**src/hw/motorPkg.sv**
```systemverilog
package motorPkg;

    // motor geometry
    localparam int numPhases = 3;
    localparam int numSteps = 6;

    // one commutation step index, 0 to numSteps-1
    typedef logic [2:0] stepIdxT;

    // clock cycle count for the PWM period and the minimum pulse width
    typedef logic [11:0] pwmLenT;

    // wanted on-cycles per PWM period
    typedef logic [15:0] levelT;

    // timing configuration shared by the sequencer and all generators
    typedef struct packed {
        logic   enable;
        pwmLenT pwmLen;
        pwmLenT pwmMin;
    } timingCfgT;

    // step position and its single-cycle boundary pulses
    typedef struct packed {
        stepIdxT stepIdx;
        logic    stepStart;
        logic    stepEnd;
    } stepStatusT;

    // per-step report of on-cycles that never made it to the output
    typedef struct packed {
        logic signed [15:0] lost;
        logic               valid;
    } phaseLostT;

endpackage
```
**src/hw/regPkg.sv**
```systemverilog
package regPkg;

    typedef logic [5:0] regAddrT;

    // register map
    localparam regAddrT ctrlAddr = 6'd0;
    localparam regAddrT stepLenAddr = 6'd1;
    localparam regAddrT levelBase = 6'd16;
    // each phase owns a block of eight slots, only the first six are steps
    localparam regAddrT levelStride = 6'd8;

    typedef struct packed {
        logic [6:0]     pad;
        logic           enable;
        motorPkg::pwmLenT pwmMin;
        motorPkg::pwmLenT pwmLen;
    } ctrlViewT;

    typedef struct packed {
        logic [7:0]  pad;
        logic [23:0] stepLen;
    } stepViewT;

    typedef struct packed {
        logic [15:0]     pad;
        motorPkg::levelT level;
    } levelViewT;

    // the write word means something different for each address range
    typedef union packed {
        ctrlViewT  ctrlView;
        stepViewT  stepView;
        levelViewT levelView;
    } regWordT;

endpackage

```
**src/hw/motorPwmTop.sv**
```systemverilog
`timescale 1ns/1ps

module motorPwmTop (
    input  logic                         clk,
    input  logic                         rstN,
    input  logic                         regWe,
    input  regPkg::regAddrT              regAddr,
    input  regPkg::regWordT              regWdata,
    output logic [motorPkg::numPhases-1:0] pwm,
    output motorPkg::stepStatusT         stepStatus,
    output motorPkg::phaseLostT          phaseLost [motorPkg::numPhases]
);

    motorPkg::timingCfgT timingCfg;
    logic [23:0]         stepLen;
    motorPkg::levelT     levels [motorPkg::numPhases];

    motorRegs regs0 (
        .clk       (clk),
        .rstN      (rstN),
        .regWe     (regWe),
        .regAddr   (regAddr),
        .regWdata  (regWdata),
        .stepIdx   (stepStatus.stepIdx),
        .timingCfg (timingCfg),
        .stepLen   (stepLen),
        .levels    (levels)
    );

    stepSequencer seq0 (
        .clk        (clk),
        .rstN       (rstN),
        .timingCfg  (timingCfg),
        .stepLen    (stepLen),
        .stepStatus (stepStatus)
    );

    // one generator per phase, all following the same step sequence
    for (genvar p = 0; p < motorPkg::numPhases; p++) begin : genPhase
        pwmGenerator gen (
            .clk        (clk),
            .rstN       (rstN),
            .timingCfg  (timingCfg),
            .stepStatus (stepStatus),
            .level      (levels[p]),
            .pwm        (pwm[p]),
            .phaseLost  (phaseLost[p])
        );
    end

endmodule

```
**src/hw/pwmGenerator.sv**
```systemverilog
`timescale 1ns/1ps

module pwmGenerator (
    input  logic                 clk,
    input  logic                 rstN,
    input  motorPkg::timingCfgT  timingCfg,
    input  motorPkg::stepStatusT stepStatus,
    input  motorPkg::levelT      level,
    output logic                 pwm,
    output motorPkg::phaseLostT  phaseLost
);

    motorPkg::pwmLenT periodCnt;
    logic             reload;
    logic             reloadQ;
    logic             periodStart;

    logic [15:0]      remainder;
    logic [15:0]      sum;
    logic             loadPulse;
    logic [15:0]      pulseCnt;

    logic [15:0]      wanted;
    logic [15:0]      delivered;
    logic [15:0]      deliveredNow;

    logic             enable;
    logic             stepEnd;

    assign enable = timingCfg.enable;
    assign stepEnd = stepStatus.stepEnd;

    // a step boundary or an idle phase restarts the period
    assign reload = (periodCnt == motorPkg::pwmLenT'(1)) || stepEnd
        || (level == '0) || !enable;

    always_ff @(posedge clk) begin
        if (!rstN) begin
            periodCnt <= '0;
            reloadQ <= 1'b0;
        end else begin
            reloadQ <= reload;
            if (reload) begin
                periodCnt <= timingCfg.pwmLen;
            end else begin
                periodCnt <= periodCnt - motorPkg::pwmLenT'(1);
            end
        end
    end

    // first counting cycle after one or more reload cycles
    assign periodStart = reloadQ && !reload;

    // pulses narrower than pwmMin are not emitted, the level is carried
    // into the next period instead
    assign sum = remainder + level;
    assign loadPulse = (sum >= {4'd0, timingCfg.pwmMin});

    always_ff @(posedge clk) begin
        if (!rstN) begin
            remainder <= '0;
        end else if (!enable || stepEnd) begin
            remainder <= '0;
        end else if (periodStart) begin
            remainder <= loadPulse ? '0 : sum;
        end
    end

    // the pulse may outlast the period when carry has piled up
    always_ff @(posedge clk) begin
        if (!rstN) begin
            pulseCnt <= '0;
        end else if (!enable) begin
            pulseCnt <= '0;
        end else if (periodStart && loadPulse) begin
            pulseCnt <= sum;
        end else if (pulseCnt != '0) begin
            pulseCnt <= pulseCnt - 16'd1;
        end
    end

    assign pwm = (pulseCnt != '0);

    // the step-end cycle itself still belongs to the closing step
    assign deliveredNow = delivered + {15'd0, pwm};

    always_ff @(posedge clk) begin
        if (!rstN) begin
            wanted <= '0;
            delivered <= '0;
        end else if (!enable || stepEnd) begin
            wanted <= '0;
            delivered <= '0;
        end else begin
            if (periodStart) begin
                wanted <= wanted + level;
            end
            delivered <= deliveredNow;
        end
    end

    always_ff @(posedge clk) begin
        if (!rstN) begin
            phaseLost.lost <= '0;
            phaseLost.valid <= 1'b0;
        end else begin
            // stepEnd is already low while disabled
            phaseLost.valid <= stepEnd;
            if (stepEnd) begin
                phaseLost.lost <= $signed(wanted - deliveredNow);
            end
        end
    end

endmodule

```
**src/hw/stepSequencer.sv**
```systemverilog
`timescale 1ns/1ps

module stepSequencer (
    input  logic                 clk,
    input  logic                 rstN,
    input  motorPkg::timingCfgT  timingCfg,
    input  logic [23:0]          stepLen,
    output motorPkg::stepStatusT stepStatus
);

    logic [23:0]       cycleCnt;
    logic [23:0]       lastCnt;
    motorPkg::stepIdxT stepIdx;
    logic              stepStart;
    logic              stepEnd;

    // steps shorter than two cycles would merge start and end, so clamp
    assign lastCnt = (stepLen < 24'd2) ? 24'd1 : stepLen - 24'd1;

    // cycleCnt only leaves zero while enabled
    assign stepStart = timingCfg.enable && (cycleCnt == '0);

    // >= also ends a step at once when stepLen shrinks below the current count
    assign stepEnd = timingCfg.enable && (cycleCnt >= lastCnt);

    always_ff @(posedge clk) begin
        if (!rstN) begin
            cycleCnt <= '0;
            stepIdx <= '0;
        end else if (!timingCfg.enable) begin
            // disabled means parked at the top of step 0
            cycleCnt <= '0;
            stepIdx <= '0;
        end else if (stepEnd) begin
            cycleCnt <= '0;
            if (stepIdx == motorPkg::stepIdxT'(motorPkg::numSteps - 1)) begin
                stepIdx <= '0;
            end else begin
                stepIdx <= stepIdx + motorPkg::stepIdxT'(1);
            end
        end else begin
            cycleCnt <= cycleCnt + 24'd1;
        end
    end

    always_comb begin
        stepStatus.stepIdx = stepIdx;
        stepStatus.stepStart = stepStart;
        stepStatus.stepEnd = stepEnd;
    end

endmodule

```
**src/hw/motorRegs.sv**
```systemverilog
`timescale 1ns/1ps

module motorRegs (
    input  logic                clk,
    input  logic                rstN,
    input  logic                regWe,
    input  regPkg::regAddrT     regAddr,
    input  regPkg::regWordT     regWdata,
    input  motorPkg::stepIdxT   stepIdx,
    output motorPkg::timingCfgT timingCfg,
    output logic [23:0]         stepLen,
    output motorPkg::levelT     levels [motorPkg::numPhases]
);

    motorPkg::levelT   levelTable [motorPkg::numPhases][motorPkg::numSteps];
    regPkg::regAddrT   levelOff;
    int unsigned       levelPhase;
    motorPkg::stepIdxT levelStep;
    logic              levelHit;

    // split a level address into phase and step slot
    always_comb begin
        levelOff = regAddr - regPkg::levelBase;
        levelPhase = levelOff / regPkg::levelStride;
        levelStep = motorPkg::stepIdxT'(levelOff % regPkg::levelStride);
        // slots 6 and 7 of each phase block are holes in the map
        levelHit = (regAddr >= regPkg::levelBase)
            && (levelOff < regPkg::regAddrT'(motorPkg::numPhases * regPkg::levelStride))
            && (levelStep < motorPkg::stepIdxT'(motorPkg::numSteps));
    end

    always_ff @(posedge clk) begin
        if (!rstN) begin
            timingCfg <= '0;
            stepLen <= '0;
            for (int p = 0; p < motorPkg::numPhases; p++) begin
                for (int s = 0; s < motorPkg::numSteps; s++) begin
                    levelTable[p][s] <= '0;
                end
            end
        end else if (regWe) begin
            if (regAddr == regPkg::ctrlAddr) begin
                timingCfg.enable <= regWdata.ctrlView.enable;
                timingCfg.pwmLen <= regWdata.ctrlView.pwmLen;
                timingCfg.pwmMin <= regWdata.ctrlView.pwmMin;
            end else if (regAddr == regPkg::stepLenAddr) begin
                stepLen <= regWdata.stepView.stepLen;
            end else if (levelHit) begin
                levelTable[levelPhase][levelStep] <= regWdata.levelView.level;
            end
        end
    end

    // each generator sees the level for the step that is running now
    always_comb begin
        for (int p = 0; p < motorPkg::numPhases; p++) begin
            levels[p] = levelTable[p][stepIdx];
        end
    end

endmodule

```
**config.mk**
```make
export PLATFORM = sky130hd
export DESIGN_NAME = motorPwmTop
export DESIGN_NICKNAME = d
export VERILOG_FILES = /design/src/hw/motorPkg.sv /design/src/hw/regPkg.sv /design/src/hw/motorPwmTop.sv /design/src/hw/pwmGenerator.sv /design/src/hw/stepSequencer.sv /design/src/hw/motorRegs.sv
export SDC_FILE = /design/constraint.sdc
export NUM_CORES = 1
export LEC_CHECK = 0
export BUFFER_PORTS_ARGS = -buffer_cell sky130_fd_sc_hd__buf_2
export CAP_MARGIN = 10
export CORE_MARGIN = 4
export CORE_UTILIZATION = 25
export CTS_CLUSTER_DIAMETER = 80
export DETAILED_ROUTE_END_ITERATION = 6
export PLACE_DENSITY = 0.41
export SYNTH_ARGS = -nofsm -noshare
export SYNTH_HDL_FRONTEND = slang
export SYNTH_SLANG_ARGS = --single-unit
```
**constraint.sdc**
```tcl
create_clock -name clk -period 7.5 [get_ports clk]
set_input_delay 0.75 -clock clk [delete_from_list [all_inputs] [get_ports clk]]
set_output_delay 0.75 -clock clk [all_outputs]
set_load 0.03 [all_outputs]
```
==> impl_results.md, run 1 <==
- Post-layout min period: 6.26 ns
- Worst-margin pin slew: 1.10 ns
- Layout Cells excl Fill: 5515
- Final Hold Fails: 0
- Status: finished with violations
- Nets: 3923
- Critical path buffers and inverters: 2
- Commonest non-fill, non-tap cell in the layout: nor2_1
- Vias in the first global route: 25100
- DR WL/cell: 18.9 µm
- Critical Path Stages: 16
- Die Y: 380 µm
- Pwr dens: 200 nW/µm²
- First-pass GRT wire length: 159000 µm
- Post-Route WL: 104000 µm
- Multi-input gate area: 17600 µm²
- Worst slew margin: 26.8%
- Commonest cells after routing, fill and taps aside: 508 x nor2_1, 420 x nand2_1, 354 x dfxtp_1, 288 x edfxtp_1, 232 x a21oi_1
- Register Area: 15800 µm²
- Setup_tns: 0 ns
- Share of layout cells above drive strength 1: 9.55%
- Total of max-cap violations: 0
- Static leakage: 14.3 nW
- Via Count: 25700
- Initial core utilization: 25.2%
- Final period util: 83.5%
- Ports: 100
- Synth cell types: 99
- CP peak stage delay: 0.57 ns
- Core area: 137000 µm²
- Kind of critical path: reg -> out
- Final HPWL DP: 74900 µm
- Area Overhead vs Synth: 14.1%
- Total gr overflow: 0
- Worst-path maximum fanout: 6
- Critical Path End: stepStatus[0]
- Setup-failing EPs final: 0
- Top cell type's share of synthesized area: 25.0%
- Reg2Reg Setup Slack: 1.41 ns
- 1st-pass router iterations: 7
- Resize count post-CTS: 0
- FP Rows: 136
- Syn Inst Count: 3591
- Synth async-reset ratio: 0%
- Clock Path Buffers: 3
- Placer Congestion: 0.775
- Clock H-tree levels: 3
- Critical path origin: regs0.stepLen[2]
- Arr. time, crit path: 5.51 ns
- Vias/cell: 4.66
- Worst-path clk slew: 0.06 ns
- Max IR drop VDD: 0.000137 V
- Launch point of the worst reg-to-reg path: genPhase[0].gen.pulseCnt[0]
- Sink Count: 644
- Slowest CP cell: or4_1
- Number of synthesized flops with an enable pin: 288
- Initial DRC Count: 1635
- Residual DRC count: 1
- Fmax: 160 MHz
- Final Max Slew Viols: 0
- Req. time, crit path: 6.75 ns
- HP Class: in -> reg
- Post-synthesis sequential area ratio: 45.6%
- Total placed cells including tap cells: 5371
- Clk_skew: 0.0351 ns
- Cts hold-fix bufs: 0
- Critical path's top delay family: simple AND/OR/NAND/NOR gates
- Syn_nets: 3856
- Failing checks: DRC
- Antenna violations before repair: 9
- CTS Buf Count: 79
- Setup bufs post-CTS: 0
- CTS tree: done
- Ys flop type: dfxtp_1
- Avg Inst Size Synth: 9.64 µm²
- Worst path cell trace: or4_1 > nor4_1 > nand2_1 > or2_2 > or3_1 > nor3_1 > xor2_1 > nand2_1 > ha_1 > nand4_1 > or2_2 > or4_1 > a21oi_1 > o21ai_4 > inv_2 > buf_2
- Startpoint types: flip-flop
- YS warnings: 0
- Min-delay src: regWdata[24]
- CTS root buf: clkbuf_16
- Largest net degree at the start of global routing: 56
- Worst flop-to-flop path endpoint: genPhase[0].gen.phaseLost[16]
- Fillcell total: 14500
- Die area: 144000 µm²
- Cell Area, Synth: 34600 µm²
- Port buffer count: 92
- Clock Latency Late Sink: 0.65 ns
- Ranking of synthesized cells by area: edfxtp_1 25%, dfxtp_1 21%, ha_1 7.8%
- Final ANT Viol Nets: 0
- Crit path capture type: output port
- #FFs+latches synth: 644
- RSZ-0062 raised after global routing: no
- Chip width: 380 µm
- Synth area leader: edfxtp_1
- R2r worst-path depth: 21
- Global-route total usage across every layer: 14.2%
worst register-to-register path, stage by stage, from the launching register on:
cell,delay (ns)
dfxtp_1,0.34
inv_1,0.06
ha_1,0.17
nor3b_1,0.43
nand2_1,0.26
nor2_1,0.15
nand2_1,0.09
nor3_1,0.55
inv_1,0.33
ha_1,0.33
ha_1,0.35
inv_1,0.07
ha_1,0.28
nor2b_1,0.12
o21ai_0,0.20
a21boi_0,0.21
o41a_1,0.37
a2111oi_0,0.63
o31ai_1,0.24
a21o_1,0.23
a2111oi_0,0.44
nor4_1,0.10
metrics by stage:
| step | utilization, % | total power, mW | setup slack, ns | instance area (µm²) | hold slack (ns) |
|---|---|---|---|---|---|
| after floorplan | - | 4.11 | 1.69 | 34600 | 0.436 |
| after global placement | 26.9 | 4.27 | 1.35 | 37000 | 0.438 |
| after detailed placement | 26.9 | 4.27 | 1.35 | 37000 | 0.442 |
| after CTS | 28.7 | 8.04 | 1.14 | 39500 | 0.331 |
| after global routing | 28.7 | 8.23 | 0.701 | 39500 | 0.366 |
| final | 28.7 | 7.92 | 1.24 | 39500 | 0.373 |
flip-flops by register name, indices dropped and copies added (netlist names), 25 cells and up:
signal	cells
regs0.levelTable	288
genPhase.gen.phaseLost	49
genPhase.gen.delivered	48
genPhase.gen.pulseCnt	48
genPhase.gen.remainder	48
genPhase.gen.wanted	48
genPhase.gen.periodCnt	36
regs0.timingCfg	25
final cells by class:
type	instances	area share, %
clock inverter	28	0.631
antenna	4	0.0254
tap	1794	5.69
timing repair buffer	151	2.35
multi-input combinational	2659	44.5
clock buffer	112	5.66
inverter	123	1.18
sequential	644	40.0
cell usage after synthesis, drive strengths merged (13+ instances only):
cell	number
a211oi	44
dfxtp	356
nor4	43
nand3	101
nand2	422
nor3	72
or3	28
and2	22
mux2i	116
xor2	106
xnor2	142
edfxtp	288
a22o	23
nand4	28
or2	16
o21a	20
nor2b	21
and3	42
o31ai	16
mux4	31
buf	54
mux2	14
nand2b	31
inv	123
o21ai	110
nor2	513
o21bai	13
clkbuf	111
or4	17
a21o	43
a21oi	233
o211ai	18
ha	215
cells by family after synthesis:
family	count (synthesis)	share of synthesized area, %
AND/OR/NAND/NOR	1382	18.0
AO/OA/AOI/OAI	644	12.1
flip-flops	644	45.6
buffers and inverters	288	3.75
XOR/XNOR	248	6.33
adder cells (fa/ha/maj)	224	8.29
multiplexers	161	5.90
worst min-delay path by stage:
stage | depth (start not counted) | slack [ns] | to
after floorplan | 2 | 0.44 | genPhase[1].gen.remainder[0]
after global placement | 2 | 0.44 | genPhase[1].gen.phaseLost[13]
after detailed placement | 2 | 0.44 | genPhase[2].gen.phaseLost[8]
after CTS | 3 | 0.33 | regs0.timingCfg[24]
after global routing | 3 | 0.37 | regs0.timingCfg[5]
final | 3 | 0.37 | regs0.timingCfg[24]
power breakdown:
group          internal, mW  switching (mW)
Sequential             3.76          0.0271
Combinational         0.126           0.277
Clock                  2.15            1.58
Total                  6.04            1.88
metal layers:
metal | vias up | wire length, µm | global-route usage (%)
met5 | - | 34 | 0
met4 | 6 | 2100 | 3.66
met3 | 113 | 4650 | 2.58
met2 | 410 | 46100 | 22.3
met1 | 12200 | 51600 | 20.0
li1 | 13000 | - | -
Note: power is estimated with default switching activity, not from simulation.
==> inputs of run 2 (changes only) <==
- PLACE_DENSITY: 0.41 -> 0.42
- clock period: 7.5 -> 5.2 ns (I/O delays scaled with it)
==> run 2 against run 1 <==
  * The flow now finishes without violations
  * Non-clock buffer count is 179 higher
  * Final area is 5.3% higher
  * Die area stayed put
  * Hold slack worse by 0.23 ns
  * Flip-flop and latch count stayed put
  * Clock-buffer cell count is 12 lower
  * Critical endpoint unchanged
==> impl_results.md, run 2 (same netlist as run 1, synthesis figures left out) <==
- Setup WS post-layout: 0.160 ns
- Final Hold Fails: 0
- Chip width: 380 µm
- Arr. time, crit path: 4.52 ns
- RSZ-0062 raised after global routing: yes
- CTS Buf Count: 79
- Worst path cell trace: or4_4 > nor4_4 > nand2_1 > or2_4 > or3_4 > nor3_4 > xor2_1 > nand2_1 > ha_4 > nand4_1 > or2_4 > or4_4 > a21oi_2 > buf_4 > o21ai_4 > inv_2 > buf_12 > buf_8
- Die Y: 380 µm
- Residual DRC count: 0
- Final Max Slew Viols: 0
- DR WL/cell: 18.6 µm
- Share of layout cells above drive strength 1: 15.5%
- Largest register by flop count: regs0.levelTable
- Commonest non-fill, non-tap cell in the layout: nor2_1
- Vias in the first global route: 25900
- Clk_skew: 0.0276 ns
- Hold WS: 0.145 ns
- Layout Cells excl Fill: 5691
- Post-Route WL: 106000 µm
- Req. time, crit path: 4.68 ns
- Largest regs: regs0.levelTable: 288 flops, genPhase.gen.phaseLost: 49 flops
- Post-layout min period: 5.04 ns
- Critical path's top delay family: simple AND/OR/NAND/NOR gates
- Vias/cell: 4.62
- Worst slew margin: 25.3%
- Nets: 4102
- Worst-path maximum fanout: 4
- Clock H-tree levels: 3
- Initial core utilization: 25.2%
- Fmax: 198 MHz
- Status: completed
- Setup_tns: 0 ns
- Antenna violations before repair: 6
- Final HPWL DP: 76800 µm
- Largest net degree at the start of global routing: 90
- CP peak stage delay: 0.53 ns
- Kind of critical path: reg -> out
- Max IR drop VDD: 0.000199 V
- Final ANT Viol Nets: 0
- 1st-pass router iterations: 5
- Critical path buffers and inverters: 4
- HP Class: in -> reg
- Sink Count: 644
- Clock Path Buffers: 3
- Clock Latency Late Sink: 0.65 ns
- Startpoint types: flip-flop
- Post-Place Setup Slack: -0.0507 ns
- Port buffer count: 92
- Slowest CP cell: or4_4
- Global-route total usage across every layer: 14.3%
- Initial DRC Count: 1621
- First-pass GRT wire length: 162000 µm
- CTS tree: done
- Setup-failing EPs final: 0
- Die area: 144000 µm²
- Total placed cells including tap cells: 5521
- Total gr overflow: 0
- Ports: 100
- Worst-margin pin slew: 1.12 ns
- Via Count: 26300
- Crit path capture type: output port
- Worst-path clk slew: 0.06 ns
- Core area: 137000 µm²
- CTS root buf: clkbuf_16
- Number of flip-flops in the largest register: 288
- Total of max-cap violations: 0
- Commonest cells after routing, fill and taps aside: 507 x nor2_1, 420 x nand2_1, 352 x dfxtp_1, 288 x edfxtp_1, 221 x a21oi_1
- Final period util: 96.9%
- FP Rows: 136
- Pwr dens: 280 nW/µm²
- Placer Congestion: 0.796
- Static leakage: 15.4 nW
- Cts hold-fix bufs: 0
- Area Overhead vs Synth: 20.1%
-- run 2: layout make-up --
type	count	area, µm²
diodes	3	7.51
clock buffers	100	2170
clock inverters	38	389
fillers	14400	95900
inverters	123	464
multi-input cells	2659	17900
flip-flops and latches	644	15800
well taps	1794	2240
repair buffers	330	2560
-- run 2: stage by stage --
| stage | instance area (µm²) | util, % | power [mW] |
|---|---|---|---|
| 2_1_floorplan | 34700 | - | 5.92 |
| 3_3_place_gp | 38300 | 27.9 | 6.20 |
| 3_5_place_dp | 38300 | 27.9 | 6.21 |
| 4_1_cts | 41100 | 29.9 | 11.8 |
| 5_1_grt | 41600 | 30.2 | 12.1 |
| 6_report | 41600 | 30.2 | 11.6 |
-- run 2: power breakdown --
group	internal [mW]	total (mW)	leakage [nW]	switching [mW]
sequential	5.43	5.47	5.60	0.0397
clock	3.21	5.50	1.26	2.29
combinational	0.239	0.657	8.54	0.418
total	8.88	11.6	15.4	2.75
-- run 2: worst paths after layout --
path	endpoint	start	slack (ns)	depth (start not counted)
max reg2reg	genPhase[2].gen.remainder[10]	seq0.stepIdx[1]	0.17	21
min	regs0.timingCfg[24]	regWdata[24]	0.14	3
min reg2reg	genPhase[0].gen.phaseLost[13]	genPhase[0].gen.phaseLost[13]	0.45	2
max	stepStatus[0]	regs0.stepLen[3]	0.16	18
-- run 2: repair_timing --
item                       CTS  global route
setup buffers               12            15
pin swaps                   12            38
gates cloned                 0             2
setup endpoints to repair   44           117
resized for setup           19            80
-- run 2: worst min-delay path, delay by kind of cell --
kind | cells | cell delay [ns]
compound gates | 1 | 0.06
simple gates | 1 | 0.06
buf+inv | 1 | 0.10
-- run 2: routing by layer --
metal  share of wire, %  wire length (µm)  global-route usage, %
met1                 49             52200                   20.4
met2                 45             47900                   23.1
met3                3.5              3730                   1.89
met4                1.9              1980                   3.44
met5              0.051                54                      0
==> inputs of run 3 (changes only) <==
- PLACE_DENSITY: 0.42 -> 0.41
- clock period: 5.2 -> 5.85 ns (I/O delays scaled with it)
==> run 3 against run 2 <==
  * Flip-flop and latch count unchanged
  * Sequential share of layout area rose by 1.2 points
  * Global-route usage down 0.057 points
  * Critical path depth decreased by 2
  * Clock power fell by 8.9%
  * Register-to-register slack gained 0.11 ns
  * Die area unchanged
  * Sequential power decreased by 11%
  * Non-clock buffer count fell by 120
  * First-iteration DRC count fell by 8.1%
  * Total power is 11% lower
  * Critical endpoint unchanged
  * Highest routed layer unchanged
==> impl_results.md, run 3 (same netlist as run 1, synthesis figures left out) <==
- Total gr overflow: 0
- CTS tree: done
- Placer Congestion: 0.780
- Wire length on met3: 3860 µm
- Status: completed
- Residual DRC count: 0
- Largest net degree at the start of global routing: 69
- Crit path capture type: output port
- Final ANT Viol Nets: 0
- Worst slew margin: 29.0%
- Fmax: 179 MHz
- Slowest CP cell: or4_1
- Sequential share of power: 46.7%
- Fillcell total: 14500
- Vias in the first global route: 25400
- Die area: 144000 µm²
- CTS Buf Count: 79
- Total of max-cap violations: 0
- Switch Pwr: 2.46 mW
- Largest register by flop count: regs0.levelTable
- Proportion of power drawn by the clock network: 48.1%
- Antenna violations before repair: 8
- Setup_tns: 0 ns
- Clock H-tree levels: 3
- Via Count: 25900
- Clk_skew: 0.0262 ns
- Total placed cells including tap cells: 5429
- M1 WL: 52800 µm
- HP Class: in -> reg
- Area Overhead vs Synth: 16.3%
- Initial core utilization: 25.2%
- Post-Place Setup Slack: 0.300 ns
- Startpoint types: flip-flop
- Req. time, crit path: 5.27 ns
- Min-delay src: regWdata[16]
- Number of flip-flops in the largest register: 288
- Final Hold Fails: 0
- DR WL/cell: 18.9 µm
- Pwr dens: 258 nW/µm²
- Launch point of the worst reg-to-reg path: seq0.stepIdx[0]
- Post-Route WL: 106000 µm
- Share of layout cells above drive strength 1: 11.5%
- Ports: 100
- 1st-pass router iterations: 7
- Met2 Wirelength: 47000 µm
- Die Y: 380 µm
- Setup-failing EPs final: 0
- Chip width: 380 µm
- CTS root buf: clkbuf_16
- Port buffer count: 92
- Cts hold-fix bufs: 0
- First-pass GRT wire length: 160000 µm
- Final Power: 10.4 mW
- Worst path cell trace: or4_4 > nor4_4 > nand2_1 > or2_2 > or3_4 > nor2_1 > xor2_1 > nand2_1 > ha_1 > nand4_1 > or2_2 > or4_1 > a21oi_4 > o21ai_4 > inv_4 > clkbuf_4
- Static leakage: 14.7 nW
- Largest regs: regs0.levelTable: 288 flops, genPhase.gen.phaseLost: 49 flops
- Worst-path clk slew: 0.06 ns
- Global-route total usage across every layer: 14.3%
- CP peak stage delay: 0.60 ns
- Vias/cell: 4.64
- Final period util: 95.2%
- Pint: 7.94 mW
- Sink Count: 644
- Commonest cells after routing, fill and taps aside: 508 x nor2_1, 420 x nand2_1, 354 x dfxtp_1, 288 x edfxtp_1, 231 x a21oi_1
- Layout Cells excl Fill: 5579
- Setup WS post-layout: 0.278 ns
- Clock Path Buffers: 3
- Final Max Slew Viols: 0
- Initial DRC Count: 1490
- Core area: 137000 µm²
- Worst-margin pin slew: 1.06 ns
- Critical path origin: regs0.stepLen[2]
- Commonest non-fill, non-tap cell in the layout: nor2_1
- Final HPWL DP: 76300 µm
- Nets: 3982
- Clock Latency Late Sink: 0.64 ns
- Post-layout min period: 5.57 ns
- Arr. time, crit path: 4.99 ns
- FP Rows: 136
- Worst-path maximum fanout: 6
- Gate power share: 5.1%
- Highest metal used: met5
- Max IR drop VDD: 0.000201 V
- Kind of critical path: reg -> out
- Sw Share: 23.6%
## run 3: worst paths after layout
path	endpoint	slack [ns]	cells after the start
min	regs0.stepLen[16]	0.23	3
max reg2reg	genPhase[2].gen.remainder[6]	0.28	22
max	stepStatus[0]	0.28	16
min reg2reg	genPhase[2].gen.phaseLost[8]	0.45	2
## run 3: cell type report
type | instances | area [µm²] | area share, %
clock inverters | 40 | 419 | 1.04
multi-input cells | 2659 | 17700 | 43.9
diodes | 5 | 12.5 | 0.0311
inverters | 123 | 467 | 1.16
well taps | 1794 | 2240 | 5.58
flip-flops and latches | 644 | 15800 | 39.2
repair buffers | 210 | 1440 | 3.59
clock buffers | 104 | 2210 | 5.50
## run 3: per-layer routing
metal | vias to the layer above | track usage (%)
li1 | 13100 | -
met1 | 12300 | 20.5
met2 | 393 | 22.6
met3 | 112 | 2.02
met4 | 4 | 3.33
met5 | - | 0
## run 3: stage by stage
| step | utilization (%) | cell area (µm²) | hold WS, ns |
|---|---|---|---|
| 6_report | 29.3 | 40200 | 0.228 |
| 5_1_grt | 29.3 | 40200 | 0.197 |
| 4_1_cts | 29.2 | 40100 | 0.173 |
| 3_5_place_dp | 27.3 | 37500 | 0.442 |
| 3_3_place_gp | 27.3 | 37500 | 0.436 |
| 2_1_floorplan | - | 34600 | 0.436 |
## run 3: critical path, delay by kind of cell, from the launching register on
family                     cells  cell delay, ns
AOI/OAI and AO/OA              2            0.30
adders and majority gates      1            0.30
xor gates and xnor gates       1            0.15
buffers and inverters          2            0.36
DFF                            1            0.37
and+or+nand+nor               10            2.88
## run 3: power groups by stage
stage	combinational (mW)	sequential, mW	clock (mW)
5_1_grt	0.592	4.87	5.34
3_5_place_dp	0.537	4.96	0
6_report	0.535	4.86	5.01
3_3_place_gp	0.537	4.95	0
2_1_floorplan	0.322	4.94	0
4_1_cts	0.540	4.86	5.17
## run 3: what timing repair did
action,4_1_cts,5_1_grt
pin swaps,0,1
endpoints found under the setup margin,1,38
resized for setup,4,18
endpoints found under the hold margin,0,0
buffers inserted,0,1
